$ cat src/logic/usb_tx_pkg.sv
/*
 * Shared constants and enums for the full-speed USB packet transmitter.
 * The clock is 48 MHz and BitDiv sets the 12 MHz bit time.
 */

package usb_tx_pkg;

  // Clock cycles per bit time and the matching counter width
  localparam int unsigned BitDiv  = 4;
  localparam int unsigned BitCntW = $clog2(BitDiv);

  // Payload queue size
  localparam int unsigned FifoDepth = 8;
  localparam int unsigned FifoPtrW  = $clog2(FifoDepth);
  localparam int unsigned FifoCntW  = $clog2(FifoDepth + 1);

  // SYNC as it leaves the shift register, LSB first
  localparam logic [7:0] SyncByte = 8'h80;

  localparam logic [15:0] Crc16Poly = 16'h8005;
  localparam logic [15:0] Crc16Init = 16'hFFFF;

  typedef enum logic [3:0] {
    Out   = 4'b0001,
    In    = 4'b1001,
    Sof   = 4'b0101,
    Setup = 4'b1101,
    Data0 = 4'b0011,
    Data1 = 4'b1011,
    Ack   = 4'b0010,
    Nak   = 4'b1010,
    Stall = 4'b1110
  } usb_pid_e;

  typedef enum logic [2:0] {Idle, Sync, Pid, DataOrCrcHi, CrcLo, Eop, OscTest} framer_state_e;

  typedef enum logic [1:0] {LsIdle, LsWaitByte, LsTransmit} line_state_e;

endpackage

$ cat src/logic/usb_tx_serial_if.sv
/*
 * Unencoded bit stream from the framer to the line driver.
 * All signals change only on the 48 MHz clock edge.
 */

`timescale 1ns/1ps

interface usb_tx_serial_if;

  // Current bit before NRZI, with its enable and SE0 marker
  logic bit_data;
  logic bit_oe;
  logic bit_se0;

  // One-cycle pulse when a packet or the test mode is launched
  logic frame_start;

  modport framer (
    output bit_data, bit_oe, bit_se0, frame_start
  );

  modport driver (
    input bit_data, bit_oe, bit_se0, frame_start
  );

endinterface

$ cat src/logic/usb_tx_bit_timer.sv
/*
 * Local 12 MHz bit strobe, standing in for the receiver's clock recovery.
 * Restart aligns the strobe so that the first one follows BitDiv cycles later.
 */

`timescale 1ns/1ps

module usb_tx_bit_timer import usb_tx_pkg::*; (
  input  logic clk_i,
  input  logic rst_ni,
  input  logic link_reset_i,
  input  logic restart_i,
  output logic bit_strobe_o
);

  logic [BitCntW-1:0] cnt_q;
  logic               wrap;

  assign wrap = (cnt_q == BitCntW'(BitDiv - 1));

  always_ff @(posedge clk_i or negedge rst_ni) begin
    if (!rst_ni) begin
      cnt_q        <= '0;
      bit_strobe_o <= 1'b0;
    end else if (link_reset_i || restart_i) begin
      cnt_q        <= '0;
      bit_strobe_o <= 1'b0;
    end else begin
      bit_strobe_o <= wrap;
      cnt_q        <= wrap ? '0 : cnt_q + 1'b1;
    end
  end

endmodule

$ cat src/logic/usb_tx_byte_fifo.sv
/*
 * Payload byte queue between host and framer. Writes while full are dropped.
 * The head entry is valid whenever rd_avail_o is high, and a get pops it.
 */

`timescale 1ns/1ps

module usb_tx_byte_fifo import usb_tx_pkg::*; (
  input  logic       clk_i,
  input  logic       rst_ni,
  input  logic       link_reset_i,
  input  logic       wr_valid_i,
  input  logic [7:0] wr_data_i,
  output logic       full_o,
  input  logic       rd_get_i,
  output logic       rd_avail_o,
  output logic [7:0] rd_data_o
);

  logic [7:0]          mem_q [FifoDepth];
  logic [FifoPtrW-1:0] wr_ptr_q;
  logic [FifoPtrW-1:0] rd_ptr_q;
  logic [FifoCntW-1:0] count_q;
  logic                wr_en;
  logic                rd_en;

  assign full_o     = (count_q == FifoCntW'(FifoDepth));
  assign rd_avail_o = (count_q != '0);
  assign rd_data_o  = mem_q[rd_ptr_q];

  assign wr_en = wr_valid_i && !full_o;
  assign rd_en = rd_get_i && rd_avail_o;

  // Storage array
  always_ff @(posedge clk_i) begin
    if (wr_en) begin
      mem_q[wr_ptr_q] <= wr_data_i;
    end
  end

  ////////////////////////////////////////////////////////////////////////////
  // Pointers and occupancy
  ////////////////////////////////////////////////////////////////////////////

  always_ff @(posedge clk_i or negedge rst_ni) begin
    if (!rst_ni) begin
      wr_ptr_q <= '0;
      rd_ptr_q <= '0;
      count_q  <= '0;
    end else if (link_reset_i) begin
      // Flush whatever the host had queued
      wr_ptr_q <= '0;
      rd_ptr_q <= '0;
      count_q  <= '0;
    end else begin
      if (wr_en) begin
        wr_ptr_q <= (wr_ptr_q == FifoPtrW'(FifoDepth - 1)) ? '0 : wr_ptr_q + 1'b1;
      end
      if (rd_en) begin
        rd_ptr_q <= (rd_ptr_q == FifoPtrW'(FifoDepth - 1)) ? '0 : rd_ptr_q + 1'b1;
      end
      unique case ({wr_en, rd_en})
        2'b10:   count_q <= count_q + 1'b1;
        2'b01:   count_q <= count_q - 1'b1;
        default: count_q <= count_q;
      endcase
    end
  end

endmodule

$ cat src/logic/usb_tx_framer.sv
/*
 * Packet framer: SYNC, PID, payload and CRC16 for data PIDs, then EOP.
 * A start is taken only in Idle. An empty queue mid-packet ends the payload.
 * Stuffing adds a zero after six ones and never consumes data.
 */

`timescale 1ns/1ps

module usb_tx_framer import usb_tx_pkg::*; (
  input  logic       clk_i,
  input  logic       rst_ni,
  input  logic       link_reset_i,
  input  logic       bit_strobe_i,
  input  logic       pkt_start_i,
  input  usb_pid_e   pid_i,
  input  logic       osc_test_i,
  input  logic       data_avail_i,
  input  logic [7:0] data_i,
  output logic       data_get_o,
  output logic       pkt_end_o,
  usb_tx_serial_if.framer ser
);

  framer_state_e state_q, state_d;
  usb_pid_e      pid_q;

  logic [7:0]  data_sr_q, data_sr_d;
  logic [7:0]  oe_sr_q, oe_sr_d;
  logic [7:0]  se0_sr_q, se0_sr_d;
  logic        payload_q, payload_d;
  logic        get_q, get_d;
  logic        byte_strobe_q, byte_strobe_d;
  logic [4:0]  hist_q, hist_d;
  logic [2:0]  count_q, count_d;
  logic [15:0] crc_q, crc_d;
  logic        stuffed_q;

  logic [5:0]  bit_history;
  logic        bitstuff;
  logic        start_ok;
  logic        test_mode_start;
  logic        crc_fb;

  assign start_ok = pkt_start_i && (state_q == Idle) && !osc_test_i;

  assign ser.bit_data    = data_sr_q[0];
  assign ser.bit_oe      = oe_sr_q[0];
  assign ser.bit_se0     = se0_sr_q[0];
  assign ser.frame_start = start_ok || test_mode_start;

  // Current bit plus the five before it
  assign bit_history = {data_sr_q[0], hist_q};
  assign bitstuff    = (bit_history == 6'b111111);

  // Strobe that shifts out the last SE0 bit
  assign pkt_end_o  = bit_strobe_i && (se0_sr_q[1:0] == 2'b01);
  assign data_get_o = get_q;

  ////////////////////////////////////////////////////////////////////////////
  // Packet FSM and serializer
  ////////////////////////////////////////////////////////////////////////////

  always_comb begin
    state_d         = state_q;
    data_sr_d       = data_sr_q;
    oe_sr_d         = oe_sr_q;
    se0_sr_d        = se0_sr_q;
    payload_d       = payload_q;
    get_d           = 1'b0;
    hist_d          = hist_q;
    count_d         = count_q;
    test_mode_start = 1'b0;

    unique case (state_q)
      Idle: begin
        if (osc_test_i) begin
          state_d         = OscTest;
          test_mode_start = 1'b1;
        end else if (start_ok) begin
          state_d = Sync;
        end
      end
      Sync: begin
        if (byte_strobe_q) begin
          state_d   = Pid;
          data_sr_d = SyncByte;
          oe_sr_d   = 8'hFF;
          se0_sr_d  = 8'h00;
        end
      end
      Pid: begin
        if (byte_strobe_q) begin
          // Only data PIDs carry payload and CRC
          state_d   = (pid_q[1:0] == 2'b11) ? DataOrCrcHi : Eop;
          data_sr_d = {~pid_q, pid_q};
          oe_sr_d   = 8'hFF;
          se0_sr_d  = 8'h00;
        end
      end
      DataOrCrcHi: begin
        if (byte_strobe_q) begin
          oe_sr_d  = 8'hFF;
          se0_sr_d = 8'h00;
          if (data_avail_i) begin
            payload_d = 1'b1;
            get_d     = 1'b1;
            data_sr_d = data_i;
          end else begin
            state_d   = CrcLo;
            payload_d = 1'b0;
            data_sr_d = ~{crc_q[8], crc_q[9], crc_q[10], crc_q[11],
                          crc_q[12], crc_q[13], crc_q[14], crc_q[15]};
          end
        end
      end
      CrcLo: begin
        if (byte_strobe_q) begin
          state_d   = Eop;
          data_sr_d = ~{crc_q[0], crc_q[1], crc_q[2], crc_q[3],
                        crc_q[4], crc_q[5], crc_q[6], crc_q[7]};
          oe_sr_d   = 8'hFF;
          se0_sr_d  = 8'h00;
        end
      end
      Eop: begin
        if (byte_strobe_q) begin
          // SE0, SE0, then the J bit shaped by the driver
          state_d   = Idle;
          data_sr_d = 8'h00;
          oe_sr_d   = 8'b0000_0111;
          se0_sr_d  = 8'b0000_0111;
        end
      end
      OscTest: begin
        if (byte_strobe_q) begin
          if (!osc_test_i) begin
            state_d = Idle;
            oe_sr_d = 8'h00;
          end else begin
            // All zeros toggle the line every bit
            data_sr_d = 8'h00;
            oe_sr_d   = 8'hFF;
            se0_sr_d  = 8'h00;
          end
        end
      end
      default: state_d = Idle;
    endcase

    // One bit time of gap before SYNC starts
    if (start_ok) begin
      count_d = 3'd7;
      hist_d  = '0;
    end else if (bit_strobe_i) begin
      hist_d = bit_history[5:1];
      if (bitstuff) begin
        data_sr_d[0] = 1'b0;
      end else begin
        count_d   = count_q + 3'd1;
        data_sr_d = data_sr_q >> 1;
        oe_sr_d   = oe_sr_q >> 1;
        se0_sr_d  = se0_sr_q >> 1;
      end
    end
  end

  assign byte_strobe_d = bit_strobe_i && !bitstuff && !start_ok && (count_q == 3'd0);

  ////////////////////////////////////////////////////////////////////////////
  // CRC16 over payload bits, stuffed zeros skipped
  ////////////////////////////////////////////////////////////////////////////

  assign crc_fb = data_sr_q[0] ^ crc_q[15];

  always_comb begin
    crc_d = crc_q;
    if (start_ok) begin
      crc_d = Crc16Init;
    end else if (bit_strobe_i && payload_q && !stuffed_q) begin
      crc_d = {crc_q[14:0], 1'b0} ^ ({16{crc_fb}} & Crc16Poly);
    end
  end

  always_ff @(posedge clk_i or negedge rst_ni) begin
    if (!rst_ni) begin
      pid_q     <= Out;
      stuffed_q <= 1'b0;
    end else if (link_reset_i) begin
      pid_q     <= Out;
      stuffed_q <= 1'b0;
    end else begin
      if (start_ok) begin
        pid_q <= pid_i;
      end
      // Marks the bit on the line as a stuffed zero until the next strobe
      if (start_ok) begin
        stuffed_q <= 1'b0;
      end else if (bit_strobe_i) begin
        stuffed_q <= bitstuff;
      end
    end
  end

  always_ff @(posedge clk_i or negedge rst_ni) begin
    if (!rst_ni) begin
      state_q       <= Idle;
      data_sr_q     <= '0;
      oe_sr_q       <= '0;
      se0_sr_q      <= '0;
      payload_q     <= 1'b0;
      get_q         <= 1'b0;
      byte_strobe_q <= 1'b0;
      hist_q        <= '0;
      count_q       <= '0;
      crc_q         <= '0;
    end else if (link_reset_i) begin
      state_q       <= Idle;
      data_sr_q     <= '0;
      oe_sr_q       <= '0;
      se0_sr_q      <= '0;
      payload_q     <= 1'b0;
      get_q         <= 1'b0;
      byte_strobe_q <= 1'b0;
      hist_q        <= '0;
      count_q       <= '0;
      crc_q         <= '0;
    end else begin
      state_q       <= state_d;
      data_sr_q     <= data_sr_d;
      oe_sr_q       <= oe_sr_d;
      se0_sr_q      <= se0_sr_d;
      payload_q     <= payload_d;
      get_q         <= get_d;
      byte_strobe_q <= byte_strobe_d;
      hist_q        <= hist_d;
      count_q       <= count_d;
      crc_q         <= crc_d;
    end
  end

endmodule

$ cat src/logic/usb_tx_line_driver.sv
/*
 * NRZI line driver with EOP shaping and D+/D- pin flip.
 * The line rests at J whenever the output is disabled. Pads are registered.
 */

`timescale 1ns/1ps

module usb_tx_line_driver import usb_tx_pkg::*; (
  input  logic clk_i,
  input  logic rst_ni,
  input  logic link_reset_i,
  input  logic bit_strobe_i,
  input  logic cfg_pinflip_i,
  usb_tx_serial_if.driver ser,
  output logic usb_oe_o,
  output logic usb_d_o,
  output logic usb_se0_o,
  output logic usb_dp_o,
  output logic usb_dn_o
);

  line_state_e state_q, state_d;

  logic       nrzi_en;
  logic       oe_q, oe_d;
  logic       d_q, d_d;
  logic       se0_q, se0_d;
  logic [2:0] eop_q, eop_d;
  logic       dp_next;
  logic       dn_next;

  // Wait for the first byte after a launch, then follow the bit stream
  always_comb begin
    state_d = state_q;
    nrzi_en = 1'b0;
    unique case (state_q)
      LsIdle: begin
        if (ser.frame_start) begin
          state_d = LsWaitByte;
        end
      end
      LsWaitByte: begin
        if (ser.bit_oe) begin
          state_d = LsTransmit;
        end
      end
      LsTransmit: begin
        nrzi_en = 1'b1;
        if (bit_strobe_i && !ser.bit_oe) begin
          state_d = LsIdle;
        end
      end
      default: state_d = LsIdle;
    endcase
  end

  always_comb begin
    oe_d  = oe_q;
    d_d   = d_q;
    se0_d = se0_q;
    eop_d = eop_q;
    if (ser.frame_start) begin
      // Start from J so that the first SYNC bit is a K
      d_d   = 1'b1;
      eop_d = 3'b100;
    end else if (bit_strobe_i && nrzi_en) begin
      oe_d = ser.bit_oe;
      if (ser.bit_se0) begin
        eop_d = eop_q >> 1;
        if (eop_q[0]) begin
          d_d   = 1'b1;
          se0_d = 1'b0;
        end else begin
          se0_d = 1'b1;
        end
      end else if (!ser.bit_data) begin
        d_d = !d_q;
      end
      if (!oe_d) begin
        d_d = 1'b1;
      end
    end
  end

  assign dp_next = (cfg_pinflip_i ? ~d_d : d_d) & ~se0_d;
  assign dn_next = (cfg_pinflip_i ? d_d : ~d_d) & ~se0_d;

  assign usb_oe_o = oe_q;

  always_ff @(posedge clk_i or negedge rst_ni) begin
    if (!rst_ni) begin
      state_q   <= LsIdle;
      oe_q      <= 1'b0;
      d_q       <= 1'b1;
      se0_q     <= 1'b0;
      eop_q     <= '0;
      usb_d_o   <= 1'b1;
      usb_se0_o <= 1'b0;
      usb_dp_o  <= 1'b1;
      usb_dn_o  <= 1'b0;
    end else if (link_reset_i) begin
      // Park at J on the selected pin orientation
      state_q   <= LsIdle;
      oe_q      <= 1'b0;
      d_q       <= 1'b1;
      se0_q     <= 1'b0;
      eop_q     <= '0;
      usb_d_o   <= ~cfg_pinflip_i;
      usb_se0_o <= 1'b0;
      usb_dp_o  <= ~cfg_pinflip_i;
      usb_dn_o  <= cfg_pinflip_i;
    end else begin
      state_q   <= state_d;
      oe_q      <= oe_d;
      d_q       <= d_d;
      se0_q     <= se0_d;
      eop_q     <= eop_d;
      usb_d_o   <= dp_next;
      usb_se0_o <= se0_d;
      usb_dp_o  <= dp_next;
      usb_dn_o  <= dn_next;
    end
  end

endmodule

$ cat src/logic/usb_fs_tx_top.sv
/*
 * Full-speed USB packet transmitter, no receiver.
 * Queue payload bytes first, then pulse pkt_start_i while the framer is idle.
 */

`timescale 1ns/1ps

module usb_fs_tx_top import usb_tx_pkg::*; (
  input  logic       clk_i,
  input  logic       rst_ni,
  input  logic       link_reset_i,
  input  logic       wr_valid_i,
  input  logic [7:0] wr_data_i,
  output logic       full_o,
  input  logic       pkt_start_i,
  input  usb_pid_e   pid_i,
  input  logic       tx_osc_test_mode_i,
  input  logic       cfg_pinflip_i,
  output logic       usb_oe_o,
  output logic       usb_d_o,
  output logic       usb_se0_o,
  output logic       usb_dp_o,
  output logic       usb_dn_o,
  output logic       pkt_end_o
);

  logic       bit_strobe;
  logic       data_avail;
  logic       data_get;
  logic [7:0] data;

  usb_tx_serial_if ser_if ();

  usb_tx_bit_timer bit_timer_inst (
    .clk_i,
    .rst_ni,
    .link_reset_i,
    .restart_i    (pkt_start_i),
    .bit_strobe_o (bit_strobe)
  );

  usb_tx_byte_fifo byte_fifo_inst (
    .clk_i,
    .rst_ni,
    .link_reset_i,
    .wr_valid_i,
    .wr_data_i,
    .full_o,
    .rd_get_i   (data_get),
    .rd_avail_o (data_avail),
    .rd_data_o  (data)
  );

  usb_tx_framer framer_inst (
    .clk_i,
    .rst_ni,
    .link_reset_i,
    .bit_strobe_i (bit_strobe),
    .pkt_start_i,
    .pid_i,
    .osc_test_i   (tx_osc_test_mode_i),
    .data_avail_i (data_avail),
    .data_i       (data),
    .data_get_o   (data_get),
    .pkt_end_o,
    .ser          (ser_if.framer)
  );

  usb_tx_line_driver line_driver_inst (
    .clk_i,
    .rst_ni,
    .link_reset_i,
    .bit_strobe_i (bit_strobe),
    .cfg_pinflip_i,
    .ser          (ser_if.driver),
    .usb_oe_o,
    .usb_d_o,
    .usb_se0_o,
    .usb_dp_o,
    .usb_dn_o
  );

endmodule

$ cat config.mk
export PLATFORM = sky130hd
export DESIGN_NAME = usb_fs_tx_top
export DESIGN_NICKNAME = d
export VERILOG_FILES = /design/src/logic/usb_tx_pkg.sv /design/src/logic/usb_tx_serial_if.sv /design/src/logic/usb_tx_bit_timer.sv /design/src/logic/usb_tx_byte_fifo.sv /design/src/logic/usb_tx_framer.sv /design/src/logic/usb_tx_line_driver.sv /design/src/logic/usb_fs_tx_top.sv
export SDC_FILE = /design/constraint.sdc
export NUM_CORES = 1
export LEC_CHECK = 0
export ABC_AREA = 1
export ABC_CLOCK_PERIOD_IN_PS = 2360
export BUFFER_PORTS_ARGS = -buffer_cell sky130_fd_sc_hd__clkbuf_2
export CAP_MARGIN = 25
export CELL_PAD_IN_SITES_DETAIL_PLACEMENT = 2
export CELL_PAD_IN_SITES_GLOBAL_PLACEMENT = 2
export CORE_AREA = 2 2 153 125
export DETAILED_ROUTE_END_ITERATION = 7
export DIE_AREA = 0 0 155 127
export PLACE_DENSITY_LB_ADDON = 0.1
export SYNTH_ARGS = -nofsm -noshare
export SYNTH_HDL_FRONTEND = slang
export SYNTH_HIERARCHICAL = 1
export SYNTH_SLANG_ARGS = --single-unit
$ cat constraint.sdc
create_clock -name clk_i -period 2.36 [get_ports clk_i]
set_clock_uncertainty 0.05 [all_clocks]
set_input_delay 0 -clock clk_i [delete_from_list [all_inputs] [get_ports clk_i]]
set_output_delay 0 -clock clk_i [all_outputs]
set_load 0.005 [all_outputs]
==> out/metrics.yaml, run 1 <==
crit_slowest_cell: "dfrtp_1"
drt_wl_total_mm: 22.8
nNetsFinal: 852
preCtsSetupSlack_ns: 0.0794
synthTopCellsByArea: "dfrtp_1 28%, edfxtp_1 27%, nand2_1 8.0%"
synth_nets: 789
clk_latency_ns: 0.44
cp.buffers_inverters: 2
worstSetupStartpointType: "register"
final_hold_viol_count: 0
io_buffer_count: 25
syn_area_per_cell_um2: 9.21
final_antenna_net_count: 0
dp_hpwl_mm: 15.8
path_common_cell: "nand2_1"
syn2layout_area_growth_pct: 18.2
gp_congestion: 0.816
clock-sinks: 146
cts_buffers: 17
fin_crit_sh_pct: 90.8
yosys_warnings: 6
vias_per_cell: 5.43
grt_pass1_wl_mm: 37.1
core_region_area_um2: 18000
initial_core_util_pct: 38.9
synth_area_um2: 7010
postCtsSetupRepairBufs: 0
fmax_ghz: 0.467
tns_ns: 0
crit_family: "compound AO/OA/AOI/OAI gates"
cellPowerDensity_nw_per_um2: 843
synth_cell_types: 45
slew-limit-headroom_pct: 63.0
hold_class: "primary input to async pin"
clock_path_buffers: 2
wl_per_cell_um: 21.3
synth_edf_count: 64
fill_cells: 1922
critPathMaxFanout: 28
p_leak_nw: 3.61
grt-ovfl-total: 0
ys_ff_latch: 146
drv_slew: 0
htree_levels: 4
yosysTopAreaCellShare_pct: 28.2
grt_max_degree: 38
drive_gt1_share_pct: 15.8
rsz0062_at_grt: "no"
grt_antenna_before_repair: 0
maxCapViolCount: 0
criticalPathCategory: "register to register"
setup_viol: 0
antenna_cells: 0
period_needed_ns: 2.14
finalWorstSetupSlack_ns: 0.217
tightest_slew_ns: 0.554
path_cells: "buf_6 > o21ai_0 > o22ai_1 > nor2_1 > a31oi_1 > nand2_1 > o21ai_0 > nand2_1 > o211ai_1 > nand2_1 > nand3_1 > nand2_1 > inv_1"
vias: 5798
detail_route.iter0.violations: 331
ys_seq_area_share_pct: 56.8
cts_root_buf: "clkbuf_16"
slowest_delay_ns: 0.38
die_h_um: 127
ys.flop_type: "dfrtp_1"
async_flop_share_pct: 56.2
cts_tree: "yes"
grt_pass1_vias: 6621
vdd_drop_max_v: 0.000495
cp-end-kind: "register"
dieArea_um2: 19700
synth_top_area_cell: "dfrtp_1"
grt_usage_pct: 24.8
clk_pin_slew_ns: 0.06
syn_inst: 761
ioPinCount: 26
cp_data_arrival_time_ns: 2.46
fp.dieW_um: 155
cp.required_ns: 2.68
outcome: "finished, final reports clean"
drt_drc_violations_left: 0
core.rowCount: 44
drtPass1Iterations: 5
==> cell usage after synthesis (3+ instances only) <==
| library cell | count |
|---|---|
| a21oi_1 | 43 |
| a31oi_1 | 10 |
| buf_2 | 8 |
| buf_4 | 6 |
| clkbuf_1 | 12 |
| dfrtp_1 | 79 |
| dfstp_2 | 3 |
| edfxtp_1 | 64 |
| ha_1 | 9 |
| inv_1 | 69 |
| inv_2 | 5 |
| nand2_1 | 149 |
| nand2_2 | 7 |
| nand3_1 | 63 |
| nand3_2 | 3 |
| nor2_1 | 94 |
| nor2_2 | 4 |
| nor2_4 | 7 |
| o211ai_1 | 9 |
| o21ai_0 | 64 |
| o21ai_1 | 6 |
| o22ai_1 | 14 |
| or2_2 | 4 |
==> state kept, by name, indices dropped and copies added (netlist names), 4 cells and up <==
signal / cells
framer_inst/oe_sr_q: 8
framer_inst/hist_q: 5
framer_inst/pid_q: 4
byte_fifo_inst/mem_q: 64
framer_inst/se0_sr_q: 8
framer_inst/data_sr_q: 8
byte_fifo_inst/count_q: 4
framer_inst/crc_q: 16
==> where the power goes <==
group          switching, W  total [W]  internal, W
Clock               0.00117    0.00274      0.00156
Sequential         0.000165    0.00298      0.00282
Combinational      0.000886    0.00126     0.000373
==> routing by layer <==
metal	share of wire [%]	routed length [µm]	global-route usage (%)
met3	2.3	517	4.27
met4	1.1	248	6.81
met1	48	11000	34.1
met2	48	11000	40.9
met5	0	0	0
==> stage by stage <==
step | power, W | cell area [µm²] | utilization [%] | hold WS, ns | std cells
global placement | 0.00416 | 7530 | 41.8 | -0.0447 | 1019
floorplan | 0.00378 | 7010 | - | -0.346 | 761
detailed placement | 0.00425 | 7530 | 41.8 | -0.0301 | 1019
finish | 0.00698 | 8280 | 46.0 | 0.0352 | 1067
global route | 0.00732 | 8280 | 46.0 | 0.0713 | 1067
CTS | 0.00704 | 8280 | 46.0 | 0.0438 | 1067
==> final cells by class <==
| class | count | area [µm²] | area share, % |
|---|---|---|---|
| Clock buffer | 17 | 425 | 5.14 |
| Clock inverter | 15 | 158 | 1.90 |
| Multi-Input combinational cell | 510 | 2590 | 31.3 |
| Sequential cell | 146 | 3980 | 48.0 |
| Timing Repair Buffer | 71 | 542 | 6.54 |
| Tap cell | 230 | 288 | 3.47 |
| Inverter | 78 | 297 | 3.58 |
==> final timing paths <==
kind	from	endpoint	slack (ns)	cells past startpoint
max reg2reg	byte_fifo_inst/rd_ptr_q[0]	framer_inst/data_sr_q[1]	0.22	13
max in group asynchronous	rst_ni	line_driver_inst/usb_dp_o	1.49	3
max	byte_fifo_inst/rd_ptr_q[0]	framer_inst/data_sr_q[1]	0.22	13
min	rst_ni	byte_fifo_inst/wr_ptr_q[2]	0.04	2
min reg2reg	framer_inst/crc_q[7]	framer_inst/crc_q[8]	0.46	2
min in group clk_i	link_reset_i	line_driver_inst/usb_dp_o	0.08	4
==> placed cells by master, fill, tap and decap left out, types with 3 or more instances in the layout <==
cell type / instances
buf_4: 28
clkbuf_16: 17
nor2_2: 4
edfxtp_1: 64
clkbuf_2: 24
nand3_1: 63
clkinv_1: 4
inv_2: 6
a31oi_1: 10
clkinvlp_4: 4
dfstp_2: 3
nand2_2: 8
o211ai_1: 9
inv_6: 3
o21ai_0: 62
dfrtp_1: 79
inv_1: 68
nand2_1: 148
a21oi_1: 43
ha_1: 9
o22ai_1: 14
or2_2: 4
nor2_4: 7
dlygate4sd3_1: 16
nor2_1: 94
nand3_2: 3
o21ai_1: 8
==> kinds of logic (layout without fill, tap and decap cells) <==
family	after synthesis	after routing	share of synthesized area, %
AND/OR/NAND/NOR	343	343	22.5
adder cells (fa/ha/maj)	9	9	1.61
XOR/XNOR	3	3	0.375
buffers and inverters	105	181	6.25
flip-flops	146	146	56.8
AO/OA/AOI/OAI	155	155	12.5
==> repair_timing <==
| action | CTS | global route |
|---|---|---|
| endpoints found under the setup margin | 0 | 5 |
| endpoints found under the hold margin | 156 | 0 |
| gates resized for setup | 0 | 5 |
| hold buffers | 16 | 0 |
Power figures use the tool's default switching activity.
==> inputs of run 2 (changes only) <==
--- a/config.mk
+++ b/config.mk
@@ -12,8 +12,10 @@
 export CELL_PAD_IN_SITES_DETAIL_PLACEMENT = 2
 export CELL_PAD_IN_SITES_GLOBAL_PLACEMENT = 2
 export CORE_AREA = 2 2 153 125
+export CTS_CLUSTER_DIAMETER = 150
 export DETAILED_ROUTE_END_ITERATION = 7
 export DIE_AREA = 0 0 155 127
+export HOLD_SLACK_MARGIN = 0.1
 export PLACE_DENSITY_LB_ADDON = 0.1
 export SYNTH_ARGS = -nofsm -noshare
 export SYNTH_HDL_FRONTEND = slang
==> run 2 against run 1 <==
Compared with the run above: fmax fell by 2.2%; global-route usage rose by 0.22 points; wire length increased by 0.88%; sequential cell count unchanged; non-clock buffer count is 6 higher; clock power about the same; design area grew 0.85%; first-iteration DRC count down 2.1%; core utilization is 0.39 points higher; sequential share of layout area shrank 0.40 points; worst hold slack improved by 0.25 ns; critical endpoint is now framer_inst/pid_q[1]; total power grew 0.24%.
==> out/metrics.yaml, run 2 (synthesized netlist as in run 1, its figures left out) <==
cts_root_buf: "clkbuf_16"
io_buffer_count: 25  # unchanged
worstSetupStartpointType: "register"
clock_path_buffers: 2  # unchanged
drtPass1Iterations: 4  # -1
clk_pin_slew_ns: 0.07  # about the same
largestRegisters: "byte_fifo_inst/mem_q: 64 flops, framer_inst/crc_q: 16 flops"
grt_pass1_wl_mm: 37.4  # +0.71%
use_met1_pct: 34.5  # +0.42 points
htree_levels: 4  # unchanged
top_usage_layer: "met2"
largest_reg_flops: 64  # unchanged
nNetsFinal: 858  # +0.70%
detail_route.iter0.violations: 324  # -2.1%
drv_slew: 0  # unchanged
drt_drc_violations_left: 0  # unchanged
tightest_slew_ns: 0.558  # +0.00392 ns
cp_data_arrival_time_ns: 2.52  # +0.06 ns
fill_cells: 1914  # -0.42%
ioPinCount: 26  # unchanged
slew-limit-headroom_pct: 62.8  # -0.26 points
die_h_um: 127  # unchanged
drive_gt1_share_pct: 15.8  # about the same
grt_antenna_before_repair: 0  # unchanged
max_flop_register: "byte_fifo_inst/mem_q"
antenna_cells: 0  # unchanged
dieArea_um2: 19700  # unchanged
period_needed_ns: 2.19  # +0.0481 ns
grt_use_met2_pct: 41.0  # +0.16 points
syn2layout_area_growth_pct: 19.2
initial_core_util_pct: 38.9  # unchanged
maxCapViolCount: 0  # unchanged
gp_congestion: 0.816  # unchanged
most-common-layout-cells: "148 x nand2_1, 94 x nor2_1, 79 x dfrtp_1"
cellPowerDensity_nw_per_um2: 838  # -0.60%
hold_class: "primary input to register"
grt-ovfl-total: 0  # unchanged
final_area_um2: 8350  # +0.85%
crit_family: "buffers and inverters"
vdd_drop_max_v: 0.000496  # +0.19%
core.rowCount: 44  # unchanged
grt_usage_pct: 25.0  # +0.22 points
clk_latency_ns: 0.44  # about the same
totalPowerFinal_w: 0.00700  # +0.24%
cts_tree: "yes"
final_hold_viol_count: 0  # unchanged
wl_per_cell_um: 21.4  # +0.32%
cts_buffers: 17  # unchanged
multi_input_area_um2: 2590  # unchanged
criticalPathCategory: "register to register"
fmax_ghz: 0.456  # -2.2%
setup_viol: 0  # unchanged
fp.dieW_um: 155  # unchanged
critPathMaxFanout: 11  # -61%
regArea_um2: 3980  # unchanged
dp_hpwl_mm: 15.8  # unchanged
cp.required_ns: 2.69  # about the same
crit_slowest_cell: "dlygate4sd3_1"
fin_crit_sh_pct: 92.9  # +2.0 points
path_cells: "nor2_4 > nand2_4 > nor2_8 > nand2_8 > nor2_1 > buf_4 > nand2_1 > o21ai_0 > dlygate4sd3_1"
outcome: "finished, final reports clean"
vias: 5841  # +0.74%
rsz0062_at_grt: "no"
drt_wl_total_mm: 23.0  # +0.88%
cp-end-kind: "register"
grt_max_degree: 35  # -7.9%
p_leak_nw: 3.65  # +0.98%
final_common_cell: "nand2_1"
tns_ns: 0  # unchanged
met3_usage_pct: 4.27  # unchanged
cp.buffers_inverters: 2  # unchanged
final_antenna_net_count: 0  # unchanged
postCtsSetupRepairBufs: 0  # unchanged
clock-sinks: 146  # unchanged
dpl_cell_area_um2: 7530  # unchanged
grt_pass1_vias: 6661  # +0.60%
vias_per_cell: 5.44  # +0.18%
core_region_area_um2: 18000  # unchanged
slowest_delay_ns: 0.57  # +0.19 ns
worst_hold_slack_ns: 0.282  # +0.246 ns
run 2: cell count changes in the layout (fill, tap and decap cells not counted):
cell	before	now
buf_12	2	3
dlygate4sd3_1	16	21
run 2: layout make-up:
cell class	instances	area share, %
Inverter	78	3.55
Clock inverter	15	1.89
Tap cell	230	3.45
Clock buffer	17	5.09
Multi-Input combinational cell	510	31.1
Sequential cell	146	47.6
Timing Repair Buffer	77	7.33
run 2: worst reg2reg max path, cell delays in order, from the launching register on:
cell and delay [ns]:
dfrtp_1 0.48, nor2_4 0.19, nand2_4 0.09, nor2_8 0.16, nand2_8 0.11, nor2_1 0.11, buf_4 0.21, nand2_1 0.08
o21ai_0 0.08, dlygate4sd3_1 0.57
run 2: worst paths after layout:
| kind | cells after the start | from | slack [ns] | endpoint |
|---|---|---|---|---|
| min in group asynchronous | 3 | rst_ni | 0.66 | framer_inst/pid_q[0] |
| setup reg to reg | 9 | framer_inst/state_q[1] | 0.17 | framer_inst/pid_q[1] |
| max in group asynchronous | 4 | rst_ni | 1.28 | line_driver_inst/usb_dp_o |
| hold / removal | 3 | pid_i[3] | 0.28 | framer_inst/pid_q[3] |
| hold reg to reg | 1 | framer_inst/oe_sr_q[0] | 0.46 | line_driver_inst/state_q[0] |
| setup / recovery | 9 | framer_inst/state_q[1] | 0.17 | framer_inst/pid_q[1] |
run 2: power breakdown:
group / leakage (nW) / internal, W / switching [W]
Sequential: 1.69 / 0.00282 / 0.000165
Clock: 0.269 / 0.00156 / 0.00117
Combinational: 1.68 / 0.000385 / 0.000891
Total: 3.65 / 0.00477 / 0.00223
run 2: repair_timing:
| item | CTS | global route |
|---|---|---|
| endpoints found under the hold margin | 169 | 0 |
| hold buffers | 22 | 0 |
| endpoints found under the setup margin | 0 | 5 |
| resized for setup | 0 | 5 |
run 2: stage by stage:
| stage | util, % | setup WS, ns | cells |
|---|---|---|---|
| detailed placement | 41.8 | 0.0794 | 1019 |
| finish | 46.4 | 0.169 | 1073 |
| global placement | 41.8 | 0.158 | 1019 |
| floorplan | - | 0.555 | 761 |
| global route | 46.4 | 0.000181 | 1073 |
| CTS | 46.4 | 0.0738 | 1073 |
run 2: layer usage:
metal	wire (µm)	part of all wire, %
met4	278	1.2
met3	544	2.4
met5	0	0
met2	11000	48
met1	11100	49
==> inputs of run 3 (changes only) <==
--- a/config.mk
+++ b/config.mk
@@ -11,10 +11,10 @@
 export CAP_MARGIN = 25
 export CELL_PAD_IN_SITES_DETAIL_PLACEMENT = 2
 export CELL_PAD_IN_SITES_GLOBAL_PLACEMENT = 2
-export CORE_AREA = 2 2 153 125
+export CORE_AREA = 2 2 145 133
 export CTS_CLUSTER_DIAMETER = 150
 export DETAILED_ROUTE_END_ITERATION = 7
-export DIE_AREA = 0 0 155 127
+export DIE_AREA = 0 0 147 135
 export HOLD_SLACK_MARGIN = 0.1
 export PLACE_DENSITY_LB_ADDON = 0.1
 export SYNTH_ARGS = -nofsm -noshare
==> run 3 against run 2 <==
Compared with the run above: sequential share of layout area fell by 0.47 points; fmax fell by 0.34%; via count rose by 0.75%; first-iteration DRC count fell by 6.5%; sequential power barely moved; combinational power barely moved; largest cell class unchanged; highest routed layer unchanged.
==> out/metrics.yaml, run 3 (synthesized netlist as in run 1, its figures left out) <==
outcome: "finished, final reports clean"
largest_reg_flops: 64  # unchanged
detail_route.iter0.violations: 303  # -6.5%
clock_path_buffers: 2  # unchanged
cellPowerDensity_nw_per_um2: 830  # -0.96%
core.rowCount: 47  # +6.8%
fill_cells: 1949  # +1.8%
max_flop_register: "byte_fifo_inst/mem_q"
tightest_slew_ns: 0.600  # +0.0424 ns
grt_pass1_vias: 6561  # -1.5%
critPathMaxFanout: 10  # -1
grt_usage_pct: 24.4  # -0.65 points
cts_buffers: 17  # unchanged
cts_tree: "yes"
critPathCapture: "framer_inst/pid_q[1]"
dieArea_um2: 19800  # +0.81%
p_leak_nw: 3.68  # +0.91%
cts_root_buf: "clkbuf_16"
fmax_ghz: 0.455  # -0.34%
gp_congestion: 0.881  # +7.9%
dpl_cell_area_um2: 7540  # +0.12%
grt_pass1_wl_mm: 36.8  # -1.5%
clk_pin_slew_ns: 0.07  # about the same
drtPass1Iterations: 4  # unchanged
clock-sinks: 146  # unchanged
grt-ovfl-total: 0  # unchanged
grt_antenna_before_repair: 0  # unchanged
final_util_pct: 46.3  # -0.078 points
drive_gt1_share_pct: 16.7  # +0.91 points
drt_wl_total_mm: 23.0  # +0.23%
final_area_um2: 8440  # +1.1%
cp-end-kind: "register"
criticalPathCategory: "register to register"
r2r-end: "framer_inst/pid_q[1]"
final_common_cell: "nand2_1"
die_h_um: 135  # +6.3%
cp_data_arrival_time_ns: 2.52  # about the same
period_needed_ns: 2.20  # +0.00758 ns
rsz0062_at_grt: "no"
final_hold_viol_count: 0  # unchanged
vias_per_cell: 5.40  # -0.82%
fin_crit_sh_pct: 93.2  # +0.32 points
io_buffer_count: 25  # unchanged
vdd_drop_max_v: 0.000521  # +5.1%
worstSetupStartpointType: "register"
grt_max_degree: 36  # +2.9%
fp.dieW_um: 147  # -5.2%
drt_drc_violations_left: 0  # unchanged
dp_hpwl_mm: 15.6  # -1.3%
core_region_area_um2: 18200  # +1.3%
r2r-start: "framer_inst/state_q[0]"
startpoint: "framer_inst/state_q[0]"
syn2layout_area_growth_pct: 20.5
vias: 5885  # +0.75%
hold_class: "primary input to register"
nNetsFinal: 860  # +0.23%
largestRegisters: "byte_fifo_inst/mem_q: 64 flops, framer_inst/crc_q: 16 flops"
tns_ns: 0  # unchanged
drv_slew: 0  # unchanged
reg2reg_slack_ns: 0.16  # about the same
maxCapViolCount: 0  # unchanged
htree_levels: 4  # unchanged
clk_latency_ns: 0.43  # about the same
initial_core_util_pct: 38.4  # -0.49 points
slew-limit-headroom_pct: 59.9  # -2.8 points
ioPinCount: 26  # unchanged
most-common-layout-cells: "149 x nand2_1, 93 x nor2_1, 76 x dfrtp_1"
cp.required_ns: 2.68  # about the same
antenna_cells: 0  # unchanged
final_antenna_net_count: 0  # unchanged
wl_per_cell_um: 21.1  # -1.3%
setup_viol: 0  # unchanged
reg2reg_depth: 9  # unchanged
[run 3: cell types whose count changed in the layout (fill, tap and decap cells not counted), sizes merged]
| cell | delta |
|---|---|
| clkinv | +1 |
| inv | +2 |
| clkbuf | +1 |
| buf | +1 |
| clkinvlp | -2 |
| bufinv | -1 |
[run 3: worst max-delay path, cell delays in order (launching register included)]
cell	delay, ns
dfrtp_1	0.46
nor2_4	0.20
nand2_4	0.10
nor2_8	0.17
nand2_8	0.12
nor2_4	0.15
buf_6	0.18
nand2_1	0.06
o21ai_0	0.07
dlygate4sd3_1	0.57
[run 3: how the worst min path moves through the flow]
stage | startpoint | depth (start not counted) | to | slack, ns
3_3_place_gp | rst_ni | 1 | byte_fifo_inst/wr_ptr_q[1] | -0.02
2_1_floorplan | rst_ni | 0 | bit_timer_inst/bit_strobe_o | -0.35
4_1_cts | pid_i[3] | 3 | framer_inst/pid_q[3] | 0.28
5_1_grt | pid_i[3] | 3 | framer_inst/pid_q[3] | 0.30
3_5_place_dp | rst_ni | 1 | byte_fifo_inst/count_q[0] | -0.02
6_report | pid_i[3] | 3 | framer_inst/pid_q[3] | 0.30
[run 3: stage by stage]
stage / hold slack, ns / instances / setup slack, ns / power (W)
final: 0.297 / 1090 / 0.161 / 0.00700
after CTS: 0.278 / 1085 / 0.0725 / 0.00704
after global routing: 0.302 / 1090 / 0.0314 / 0.00734
after detailed placement: -0.0214 / 1031 / 0.197 / 0.00423
after floorplan: -0.346 / 761 / 0.555 / 0.00378
after global placement: -0.0246 / 1031 / 0.337 / 0.00415
[run 3: timing repair]
item	4_1_cts	5_1_grt
gates resized for setup	0	9
setup endpoints to repair	0	5
hold buffers	22	0
endpoints found under the hold margin	166	0
setup buffers	0	3
[run 3: layout make-up]
class,instances,area [µm²],share of cell area [%]
multi-input combinational,510,2600,30.8
tap,245,307,3.63
clock buffer,17,425,5.04
sequential,146,3980,47.2
inverter,78,300,3.56
timing repair buffer,79,658,7.79
clock inverter,15,171,2.03
[run 3: where the power goes]
group	total, W	switching, W	internal, W
Combinational	0.00128	0.000886	0.000391
Clock	0.00274	0.00123	0.00151
Sequential	0.00299	0.000171	0.00282
Total	0.00700	0.00229	0.00472
[run 3: layer usage]
metal  global-route usage [%]  routed length, µm  share of wire [%]  up-vias
met2                     41.7              11600                 50      114
met3                     5.03                989                4.3       27
met1                     31.3              10000                 44     3047
met4                     7.75                387                1.7        0
li1                         -                  -                  -     2697
met5                        0                  0                  0        -
